`config.mk`:
```
export PLATFORM = sky130hd
export DESIGN_NAME = fpu_misc_unit
export DESIGN_NICKNAME = d
export VERILOG_FILES = /design/src/logic/fpu_pkg.sv /design/src/logic/fpu_class.sv /design/src/logic/pipe_register.sv /design/src/logic/fpu_ncomp.sv /design/src/logic/fpu_misc_unit.sv
export SDC_FILE = /design/constraint.sdc
export NUM_CORES = 1
export LEC_CHECK = 0
export BUFFER_PORTS_ARGS = -buffer_cell sky130_fd_sc_hd__buf_2
export CAP_MARGIN = 10
export CORE_MARGIN = 2
export CORE_UTILIZATION = 50
export DETAILED_ROUTE_END_ITERATION = 12
export PLACE_DENSITY = 0.75
export SYNTH_ARGS = -nofsm -noshare
export SYNTH_HDL_FRONTEND = slang
export SYNTH_HIERARCHICAL = 1
export SYNTH_SLANG_ARGS = --single-unit
```
`constraint.sdc`:
```
create_clock -name clk -period 20.5 [get_ports clk]
set_input_delay 2.05 -clock clk [delete_from_list [all_inputs] [get_ports clk]]
set_output_delay 2.05 -clock clk [all_outputs]
set_load 0.01 [all_outputs]
```
`src/logic/fpu_pkg.sv`:
```
`default_nettype none

package fpu_pkg;

    localparam int NUM_LANES = 2;
    localparam int TAG_BITS  = 4;
    localparam int EXP_BITS  = 8;
    localparam int MAN_BITS  = 23;
    localparam int FRM_BITS  = 3;

    typedef enum logic [1:0] {
        OP_CLASS = 2'd0,
        OP_CMP   = 2'd1,
        OP_MISC  = 2'd2
    } fpu_op_e;

    // Compare sub-ops
    localparam logic [FRM_BITS-1:0] FRM_LE    = 3'd0;
    localparam logic [FRM_BITS-1:0] FRM_LT    = 3'd1;
    localparam logic [FRM_BITS-1:0] FRM_EQ    = 3'd2;
    // Misc sub-ops where 5 to 7 is a plain move
    localparam logic [FRM_BITS-1:0] FRM_SGNJ  = 3'd0;
    localparam logic [FRM_BITS-1:0] FRM_SGNJN = 3'd1;
    localparam logic [FRM_BITS-1:0] FRM_SGNJX = 3'd2;
    localparam logic [FRM_BITS-1:0] FRM_MIN   = 3'd3;
    localparam logic [FRM_BITS-1:0] FRM_MAX   = 3'd4;

    typedef struct packed {
        logic                sign;
        logic [EXP_BITS-1:0] exp;
        logic [MAN_BITS-1:0] man;
    } fp32_fields_t;

    typedef union packed {
        fp32_fields_t f;
        logic [31:0]  bits;
    } fp32_u;

    typedef struct packed {
        logic is_zero;
        logic is_subnormal;
        logic is_normal;
        logic is_inf;
        logic is_nan;
        logic is_quiet;
        logic is_signaling;
    } fclass_t;

    // Bit positions in the fclass result
    localparam int CLS_NEG_INF     = 0;
    localparam int CLS_NEG_NORM    = 1;
    localparam int CLS_NEG_SUBNORM = 2;
    localparam int CLS_NEG_ZERO    = 3;
    localparam int CLS_POS_ZERO    = 4;
    localparam int CLS_POS_SUBNORM = 5;
    localparam int CLS_POS_NORM    = 6;
    localparam int CLS_POS_INF     = 7;
    localparam int CLS_SNAN        = 8;
    localparam int CLS_QNAN        = 9;

    localparam logic [31:0] CANON_NAN = 32'h7fc0_0000;

    typedef struct packed {
        logic [TAG_BITS-1:0]   tag;
        fpu_op_e               op;
        logic [FRM_BITS-1:0]   frm;
        fp32_u [NUM_LANES-1:0] a;
        fp32_u [NUM_LANES-1:0] b;
    } fpu_req_t;

    typedef struct packed {
        logic [TAG_BITS-1:0]        tag;
        logic [NUM_LANES-1:0][31:0] result;
        logic                       has_fflags;
        logic [NUM_LANES-1:0]       nv;     // Only flag this unit raises
    } fpu_rsp_t;

endpackage

`default_nettype wire

```
`src/logic/fpu_class.sv`:
```
`timescale 1ns/1ns
`default_nettype none

module fpu_class
    import fpu_pkg::*;
(
    input  wire [EXP_BITS-1:0] exp,
    input  wire [MAN_BITS-1:0] man,
    output fclass_t            cls
);

    logic exp_zero;
    logic exp_ones;
    logic man_zero;
    logic nan;

    assign exp_zero = (exp == '0);
    assign exp_ones = (exp == '1);
    assign man_zero = (man == '0);
    assign nan      = exp_ones & ~man_zero;

    assign cls.is_zero      = exp_zero & man_zero;
    assign cls.is_subnormal = exp_zero & ~man_zero;
    assign cls.is_normal    = ~exp_zero & ~exp_ones;
    assign cls.is_inf       = exp_ones & man_zero;
    assign cls.is_nan       = nan;
    assign cls.is_quiet     = nan & man[MAN_BITS-1];  // MSB of mantissa set
    assign cls.is_signaling = nan & ~man[MAN_BITS-1];

endmodule

`default_nettype wire

```
`src/logic/pipe_register.sv`:
```
`timescale 1ns/1ns
`default_nettype none

module pipe_register #(
    parameter int DATAW = 1
) (
    input  wire              clk,
    input  wire              rst_n,
    input  wire              enable,
    input  wire              valid_in,
    output logic             valid_out,
    input  wire [DATAW-1:0]  data_in,
    output logic [DATAW-1:0] data_out
);

    always_ff @(posedge clk or negedge rst_n) begin
        if (!rst_n) begin
            valid_out <= 1'b0;
        end else if (enable) begin
            valid_out <= valid_in;
        end
    end

    always_ff @(posedge clk) begin
        if (enable) begin
            data_out <= data_in;
        end
    end

    // Frozen stage keeps its item
    hold_when_disabled: assert property (@(posedge clk) disable iff (!rst_n)
        !enable |=> $stable(data_out) && $stable(valid_out));

endmodule

`default_nettype wire

```
`src/logic/fpu_ncomp.sv`:
```
`timescale 1ns/1ns
`default_nettype none

module fpu_ncomp
    import fpu_pkg::*;
(
    input  wire      clk,
    input  wire      rst_n,
    input  wire      req_valid,
    output logic     req_ready,
    input  fpu_req_t req,
    output logic     rsp_valid,
    input  wire      rsp_ready,
    output fpu_rsp_t rsp
);

    typedef struct packed {
        fpu_req_t                req;
        fclass_t [NUM_LANES-1:0] a_cls;
        fclass_t [NUM_LANES-1:0] b_cls;
        logic [NUM_LANES-1:0]    a_less;
        logic [NUM_LANES-1:0]    equal;
    } stage0_t;

    fclass_t [NUM_LANES-1:0] a_cls;
    fclass_t [NUM_LANES-1:0] b_cls;
    logic [NUM_LANES-1:0]    a_less;
    logic [NUM_LANES-1:0]    equal;

    stage0_t s0_in;
    stage0_t s0;
    logic    s0_valid;

    logic [NUM_LANES-1:0][31:0] lane_res;
    logic [NUM_LANES-1:0]       lane_nv;
    logic                       has_fflags_s0;
    fpu_rsp_t                   rsp_s0;

    logic stall;

    assign stall     = rsp_valid & ~rsp_ready;
    assign req_ready = ~stall;

    for (genvar i = 0; i < NUM_LANES; i++) begin : g_in
        logic [EXP_BITS+MAN_BITS-1:0] mag_a;
        logic [EXP_BITS+MAN_BITS-1:0] mag_b;
        logic                         sign_a;
        logic                         sign_b;

        fpu_class u_class_a (
            .exp (req.a[i].f.exp),
            .man (req.a[i].f.man),
            .cls (a_cls[i])
        );

        fpu_class u_class_b (
            .exp (req.b[i].f.exp),
            .man (req.b[i].f.man),
            .cls (b_cls[i])
        );

        assign sign_a = req.a[i].f.sign;
        assign sign_b = req.b[i].f.sign;
        assign mag_a  = {req.a[i].f.exp, req.a[i].f.man};
        assign mag_b  = {req.b[i].f.exp, req.b[i].f.man};

        // Sign-magnitude order with -0 below +0
        assign a_less[i] = (sign_a != sign_b) ? sign_a :
                           sign_a ? (mag_a > mag_b) : (mag_a < mag_b);
        assign equal[i]  = (req.a[i].bits == req.b[i].bits) |
                           (a_cls[i].is_zero & b_cls[i].is_zero);
    end

    assign s0_in = '{req: req, a_cls: a_cls, b_cls: b_cls, a_less: a_less, equal: equal};

    pipe_register #(
        .DATAW ($bits(stage0_t))
    ) u_reg0 (
        .clk       (clk),
        .rst_n     (rst_n),
        .enable    (~stall),
        .valid_in  (req_valid),
        .valid_out (s0_valid),
        .data_in   (s0_in),
        .data_out  (s0)
    );

    for (genvar i = 0; i < NUM_LANES; i++) begin : g_res
        fp32_u       a;
        fp32_u       b;
        fclass_t     ca;
        fclass_t     cb;
        logic        any_nan;
        logic        any_snan;
        logic [31:0] cls_mask;
        fp32_u       sgnj;
        logic [31:0] minmax;
        logic [31:0] res;
        logic        nv;

        assign a        = s0.req.a[i];
        assign b        = s0.req.b[i];
        assign ca       = s0.a_cls[i];
        assign cb       = s0.b_cls[i];
        assign any_nan  = ca.is_nan | cb.is_nan;
        assign any_snan = ca.is_signaling | cb.is_signaling;

        always_comb begin
            cls_mask = '0;
            if (ca.is_nan)
                cls_mask[ca.is_quiet ? CLS_QNAN : CLS_SNAN] = 1'b1;
            else if (ca.is_inf)
                cls_mask[a.f.sign ? CLS_NEG_INF : CLS_POS_INF] = 1'b1;
            else if (ca.is_normal)
                cls_mask[a.f.sign ? CLS_NEG_NORM : CLS_POS_NORM] = 1'b1;
            else if (ca.is_subnormal)
                cls_mask[a.f.sign ? CLS_NEG_SUBNORM : CLS_POS_SUBNORM] = 1'b1;
            else
                cls_mask[a.f.sign ? CLS_NEG_ZERO : CLS_POS_ZERO] = 1'b1;
        end

        always_comb begin
            sgnj = a;
            case (s0.req.frm)
                FRM_SGNJN: sgnj.f.sign = ~b.f.sign;
                FRM_SGNJX: sgnj.f.sign = a.f.sign ^ b.f.sign;
                default:   sgnj.f.sign = b.f.sign;
            endcase
        end

        always_comb begin
            if (ca.is_nan && cb.is_nan)
                minmax = CANON_NAN;
            else if (ca.is_nan)
                minmax = b.bits;
            else if (cb.is_nan)
                minmax = a.bits;
            else if (s0.req.frm == FRM_MIN)
                minmax = s0.a_less[i] ? a.bits : b.bits;
            else
                minmax = s0.a_less[i] ? b.bits : a.bits;
        end

        always_comb begin
            res = '0;
            nv  = 1'b0;
            case (s0.req.op)
                OP_CLASS: res = cls_mask;
                OP_CMP: begin
                    case (s0.req.frm)
                        FRM_LE: begin
                            res[0] = (s0.a_less[i] | s0.equal[i]) & ~any_nan;
                            nv     = any_nan;
                        end
                        FRM_LT: begin
                            res[0] = s0.a_less[i] & ~s0.equal[i] & ~any_nan;
                            nv     = any_nan;
                        end
                        FRM_EQ: begin
                            res[0] = s0.equal[i] & ~any_nan;
                            nv     = any_snan;    // Quiet compare
                        end
                        default: ;
                    endcase
                end
                OP_MISC: begin
                    case (s0.req.frm)
                        FRM_SGNJ, FRM_SGNJN, FRM_SGNJX: res = sgnj.bits;
                        FRM_MIN, FRM_MAX: begin
                            res = minmax;
                            nv  = any_snan;
                        end
                        default: res = a.bits;   // Move
                    endcase
                end
                default: ;
            endcase
        end

        assign lane_res[i] = res;
        assign lane_nv[i]  = nv;
    end

    assign has_fflags_s0 = (s0.req.op == OP_CMP) ||
                           ((s0.req.op == OP_MISC) &&
                            (s0.req.frm == FRM_MIN || s0.req.frm == FRM_MAX));

    assign rsp_s0 = '{tag: s0.req.tag, result: lane_res, has_fflags: has_fflags_s0,
                      nv: lane_nv};

    pipe_register #(
        .DATAW ($bits(fpu_rsp_t))
    ) u_reg1 (
        .clk       (clk),
        .rst_n     (rst_n),
        .enable    (~stall),
        .valid_in  (s0_valid),
        .valid_out (rsp_valid),
        .data_in   (rsp_s0),
        .data_out  (rsp)
    );

    rsp_valid_known: assert property (@(posedge clk) disable iff (!rst_n)
        !$isunknown(rsp_valid));

endmodule

`default_nettype wire

```
`src/logic/fpu_misc_unit.sv`:
```
`timescale 1ns/1ns
`default_nettype none

module fpu_misc_unit
    import fpu_pkg::*;
(
    input  wire      clk,
    input  wire      rst_n,
    input  wire      req_valid,
    output logic     req_ready,
    input  fpu_req_t req,
    output logic     rsp_valid,
    input  wire      rsp_ready,
    output fpu_rsp_t rsp
);

    // Non-computational ops in two pipeline stages
    fpu_ncomp u_ncomp (
        .clk       (clk),
        .rst_n     (rst_n),
        .req_valid (req_valid),
        .req_ready (req_ready),
        .req       (req),
        .rsp_valid (rsp_valid),
        .rsp_ready (rsp_ready),
        .rsp       (rsp)
    );

endmodule

`default_nettype wire

```
==> out/metrics.yaml, run 1 <==
status:
  status: "completed"
global_route:
  grt_start_max_net_pins: 82
  grt_pass1_vias: 7338
  grt_overflow: 0
  antenna_found_initial: 0
  grt_pass1_wl_um: 39100
  track_usage_pct: 22.4
critical_path:
  crit_start: "rsp_ready"
  r2r_start: "u_ncomp/u_reg0/data_out[161]"
  path_max_fanout: 53
  criticalPathCategory: "primary input to primary output"
  cp.required_ns: 18.45
  worst_setup_path_end_kind: "primary output"
  crit_path_start_kind: "primary input"
  cp.arrival_ns: 3.00
clock_network:
  root_buffer: "clkbuf_16"
  cts_resized: 0
  cts_tree: "built"
  postCtsHoldBufs: 0
  htree_levels: 1
  cts.path.max_buffers: 3
  clkSlewWorstSetupHoldPaths_ns: 0.06
  cts_setup_buffers: 0
  cts.sinks: 230
  numCtsBuffers: 25
  worstSkewPairLatency_ns: 0.51
die:
  core_area_sq_um: 21000
  ioPinCount: 214
  fp-row-count: 53
  die_h_um: 150
  die_x_um: 150
  start_util_pct: 50.8
  fp.dieArea_sq_um: 22500
synth:
  syn_area_per_cell_sq_um: 13.2
  syn_nets: 1013
  syn_inst: 806
  syn_area_sq_um: 10600
  yosys_warnings: 6
place:
  io_buffer_count: 213
  gp_congestion: 0.876
  hpwlAfterDp_um: 18100
sta:
  min_period_over_period_pct: 24.6
  worst_pin_slew_ns: 1.03
  rsz0062_at_grt: "false"
  setup_tns_ns: 0
  setup_viol_count_final: 0
  final_max_slew_viol_count: 0
  hold_viol_final: 0
  slew_headroom_pct: 31.4
  fmax_mhz: 198
  fin_skew_ns: 0.00795
  min_period_ns: 5.05
route:
  detail_route.wl_per_cell_um: 19.3
  drt-met1-wl_um: 11300
  vias_per_cell: 5.66
  drt_iter0_drc: 776
  final_antenna_net_count: 0
  drc: 0
  routed-wl-met2_um: 11800
  wl_met3_um: 1860
  wl_um: 25500
  top_layer: "met4"
  vias: 7482
  dr.pass1.iters: 6
final_layout:
  area_growth_pct: 21.3
  drive_above_1_share_pct: 27.6
  multi_input_area_sq_um: 3370
  register_area_sq_um: 6900
  final_nets: 1234
  fillers: 1662
power:
  power_per_cell_area_nw_per_um2: 103
  p_leak_nw: 5.41
  finalPower_mw: 1.32
  vdd_drop_max_mv: 0.0613
hold_path:
  min_from: "u_ncomp/u_reg0/data_out[167]"
  hp-class: "register to register"
run:
  drv_cap: 0
per-layer routing:
metal  up-vias  GRT usage [%]
met5         -              0
met4         0           6.65
met3        40           3.96
met2       312           35.1
met1      3586           32.4
li1       3544              -
sequential cells by signal, summed over array words and instances, names as in the netlist:
name                      flops
u_ncomp/u_reg0/data_out     157
u_ncomp/u_reg0/valid_out      1
u_ncomp/u_reg1/data_out      71
u_ncomp/u_reg1/valid_out      1
worst paths after layout:
check,end,slack (ns),cells after the start
min in group asynchronous,u_ncomp/u_reg0/valid_out,1.31,1
worst max-delay path,req_ready,15.45,3
worst max register to register,u_ncomp/u_reg1/data_out[42],17.63,6
worst min-delay path,u_ncomp/u_reg1/data_out[69],0.42,0
max in group asynchronous,u_ncomp/u_reg1/valid_out,19.10,1
worst min register to register,u_ncomp/u_reg1/data_out[69],0.42,0
critical path: stages:
cell and delay, ns:
buf_2 0.08, nand2b_4 0.60, buf_2 0.26
cell type report:
class | instances | share of cell area, %
tap | 275 | 2.66
sequential | 230 | 53.4
timing repair buffer | 218 | 8.54
clock inverter | 19 | 2.40
inverter | 71 | 2.06
clock buffer | 26 | 4.87
antenna | 1 | 0.0194
multi-input combinational | 481 | 26.1
through the flow:
step | instance area, sq um | hold slack, ns | setup WS, ns | cells | utilization (%)
6_report | 12900 | 0.420 | 15.45 | 1321 | 61.6
3_5_place_dp | 12000 | 0.416 | 15.42 | 1275 | 57.2
5_1_grt | 12900 | 0.427 | 15.37 | 1320 | 61.6
3_3_place_gp | 12000 | 0.401 | 15.44 | 1275 | 57.2
4_1_cts | 12900 | 0.423 | 15.42 | 1320 | 61.6
2_1_floorplan | 10600 | 0.400 | 10.79 | 806 | -
cell usage in the layout (no fill, tap or decap), drive strengths merged, types with 2 or more instances in the layout:
master / count
a211oi: 10
a21boi: 2
a21o: 7
a21oi: 31
a221o: 4
a221oi: 2
a22oi: 44
a31oi: 7
and2: 11
and3: 2
and4: 7
buf: 218
bufinv: 8
clkbuf: 26
clkinv: 10
clkinvlp: 2
dfrtp: 2
edfxtp: 228
ha: 66
inv: 70
mux2: 4
nand2: 44
nand2b: 5
nand3: 17
nand3b: 3
nand4: 21
nor2: 53
nor2b: 7
nor3: 24
nor3b: 7
nor4: 32
o21ai: 43
o21bai: 4
o221ai: 2
o22ai: 7
or2: 5
xor2: 4
report_power, final:
part | switching (mW) | internal [mW] | total, mW
clock network | 0.182 | 0.324 | 0.507
registers | 0.0237 | 0.601 | 0.624
logic | 0.124 | 0.0692 | 0.193
total | 0.330 | 0.994 | 1.32
No activity file was read; power rests on OpenSTA's default activity.
==> run 2: changes to the inputs <==
PLACE_DENSITY = 0.78   (was 0.75)
clock period = 4.4 ns   (was 20.5 ns; I/O delays follow)
==> out/metrics.yaml, run 2 (synthesis gave the netlist of run 1 again) <==
status:
  status: "completed"
die:
  fp.dieArea_sq_um: 22500  # unchanged
  die_h_um: 150  # unchanged
  ioPinCount: 214  # unchanged
  core_area_sq_um: 21000  # unchanged
  fp-row-count: 53  # unchanged
  die_x_um: 150  # unchanged
  start_util_pct: 50.8  # unchanged
critical_path:
  criticalPathCategory: "register to register"
  crit_start: "u_ncomp/u_reg0/data_out[163]"
  cp_slowest_cell: "clkinv_1"
  path_buf_inv: 2  # unchanged
  cp_top_family: "buffers and inverters"
  path_cells: "inv_1 > ha_1 > clkinv_1 > a21oi_2 > nand2_1 > o21ai_0"
  rrSetupSlack_ns: 1.62  # -16.01 ns
  cp.required_ns: 4.74  # -13.71 ns
  crit_path_end: "u_ncomp/u_reg1/data_out[62]"
  crit_path_start_kind: "register"
  r2r_cells: 6  # unchanged
  cp_num_cells: 6  # +3
  r2r_start: "u_ncomp/u_reg0/data_out[163]"
  critical_path.max_stage_delay_ns: 0.86  # +0.26 ns
  r2r-end: "u_ncomp/u_reg1/data_out[62]"
  path_max_fanout: 29  # -45%
  cp.arrival_ns: 3.12  # +0.12 ns
  worst_setup_path_end_kind: "register"
power:
  p_int_mw: 4.46  # +350%
  seqPwrFrac_pct: 49.0  # +1.8 points
  p_sw_share_pct: 25.3  # +0.42 points
  power.switching_mw: 1.51  # +360%
  p_leak_nw: 5.38  # -0.66%
  p_clk_share_pct: 35.9  # -2.4 points
  power_per_cell_area_nw_per_um2: 464  # +350%
  comb_power_share_pct: 15.1  # +0.5 points
  vdd_drop_max_mv: 0.226  # +270%
global_route:
  grt_pass1_wl_um: 39500  # +1.1%
  grt_start_max_net_pins: 92  # +12%
  track_usage_pct: 23.0  # +0.54 points
  grt_pass1_vias: 7160  # -2.4%
  antenna_found_initial: 4  # +4
  grt_overflow: 0  # unchanged
final_layout:
  mostFrequentLayoutCells: "edfxtp_1 (228), buf_2 (213), inv_1 (70)"
  final_common_cell: "edfxtp_1"
  reg_top3: "u_ncomp/u_reg0/data_out: 157 flops, u_ncomp/u_reg1/data_out: 71 flops"
  final_nets: 1234  # unchanged
  largest_register_ff_count: 157  # unchanged
  area_growth_pct: 20.9
  regMostFlops: "u_ncomp/u_reg0/data_out"
  drive_above_1_share_pct: 26.8  # -0.76 points
  fillers: 1645  # -1.0%
clock_network:
  cts_tree: "built"
  numCtsBuffers: 24  # -4.0%
  root_buffer: "clkbuf_16"
  worstSkewPairLatency_ns: 0.52  # about the same
  htree_levels: 1  # unchanged
  cts.sinks: 230  # unchanged
  clkSlewWorstSetupHoldPaths_ns: 0.06  # about the same
  cts.path.max_buffers: 3  # unchanged
sta:
  final_max_slew_viol_count: 0  # unchanged
  setup_viol_count_final: 0  # unchanged
  fin_skew_ns: 0.0121  # +0.00412 ns
  rsz0062_at_grt: "false"
  hold_ws_ns: 0.0997  # -0.320 ns
  layout_setup_ws_ns: 1.62  # -13.83 ns
  min_period_over_period_pct: 63.2
  worst_pin_slew_ns: 1.02  # -0.00818 ns
  fmax_mhz: 360
  slew_headroom_pct: 31.5  # +0.12 points
  min_period_ns: 2.78
  setup_tns_ns: 0  # unchanged
  hold_viol_final: 0  # unchanged
route:
  dr.pass1.iters: 5  # -1
  wl_met3_um: 2420  # +30%
  vias_per_cell: 5.66  # about the same
  routed-wl-met2_um: 12300  # +4.2%
  drt-met1-wl_um: 11300  # -0.31%
  final_antenna_net_count: 0  # unchanged
  detail_route.wl_per_cell_um: 20.0  # +3.6%
  drt_iter0_drc: 718  # -7.5%
  drc: 0  # unchanged
  vias: 7466  # -0.21%
  wl_um: 26400  # +3.4%
  top_layer: "met4"
place:
  io_buffer_count: 213  # unchanged
  pre_cts_ws_ns: 1.62  # -13.80 ns
  gp_congestion: 0.882  # +0.63%
  hpwlAfterDp_um: 19300  # +6.2%
run:
  drv_cap: 0  # unchanged
hold_path:
  hp-class: "primary input to register"
-- run 2: cell count changes in the layout (fill, tap and decap cells not counted) --
cell           previous run  this run
buf_12                    0         2
buf_16                    0         1
buf_4                     5         2
bufinv_16                 8         5
clkbuf_1                  1         3
clkinv_1                  2         4
clkinv_2                  5         0
clkinv_4                  3         1
diode_2                   1         3
dlygate4sd3_1             0         1
inv_6                     0         1
-- run 2: metal layers --
metal,vias to the layer above,track usage [%]
met1,3561,33.3
met3,29,5.76
met5,-,0
met4,0,6.08
met2,326,34.8
li1,3550,-
-- run 2: power groups by stage --
stage          logic (mW)  registers, mW  clock network [mW]
6_report            0.901           2.93                2.14
5_1_grt             0.995           2.96                2.27
4_1_cts             0.895           2.93                2.17
3_5_place_dp        0.889           2.97                   0
3_3_place_gp        0.868           2.97                   0
2_1_floorplan       0.446           3.03                   0
-- run 2: worst min path at each step --
stage | startpoint | end | slack [ns] | depth (start not counted)
after floorplan | rst_n | u_ncomp/u_reg0/valid_out | 0.14 | 0
final | req[133] | u_ncomp/u_reg0/data_out[165] | 0.1 | 1
after global placement | rst_n | u_ncomp/u_reg1/valid_out | 0.22 | 1
after detailed placement | rst_n | u_ncomp/u_reg1/valid_out | 0.23 | 1
after global routing | req[133] | u_ncomp/u_reg0/data_out[165] | 0.08 | 1
after CTS | req[133] | u_ncomp/u_reg0/data_out[165] | 0.09 | 1
-- run 2: layout make-up --
cell class                 instances  area [sq um]  share of cell area, %
tap                              275           344                   2.67
inverter                          71           267                   2.07
sequential                       230          6900                   53.6
clock inverter                    12           194                   1.51
antenna                            3          7.51                 0.0583
multi-input combinational        481          3370                   26.2
timing repair buffer             219          1160                   9.00
clock buffer                      28           637                   4.95
-- run 2: what timing repair did --
| item | in CTS | in global routing |
|---|---|---|
| resized for setup | 0 | 0 |
| endpoints found under the hold margin | 2 | 0 |
| buffers inserted | 0 | 0 |
| setup endpoints to repair | 0 | 0 |
| hold buffers | 1 | 0 |
-- run 2: per-stage QoR --
stage / cells / power [mW] / util, % / cell area [sq um]
after global routing: 1318 / 6.22 / 61.4 / 12900
after CTS: 1315 / 5.99 / 61.2 / 12800
after floorplan: 806 / 3.48 / - / 10700
after detailed placement: 1274 / 3.86 / 57.2 / 12000
final: 1319 / 5.97 / 61.4 / 12900
after global placement: 1274 / 3.83 / 57.2 / 12000
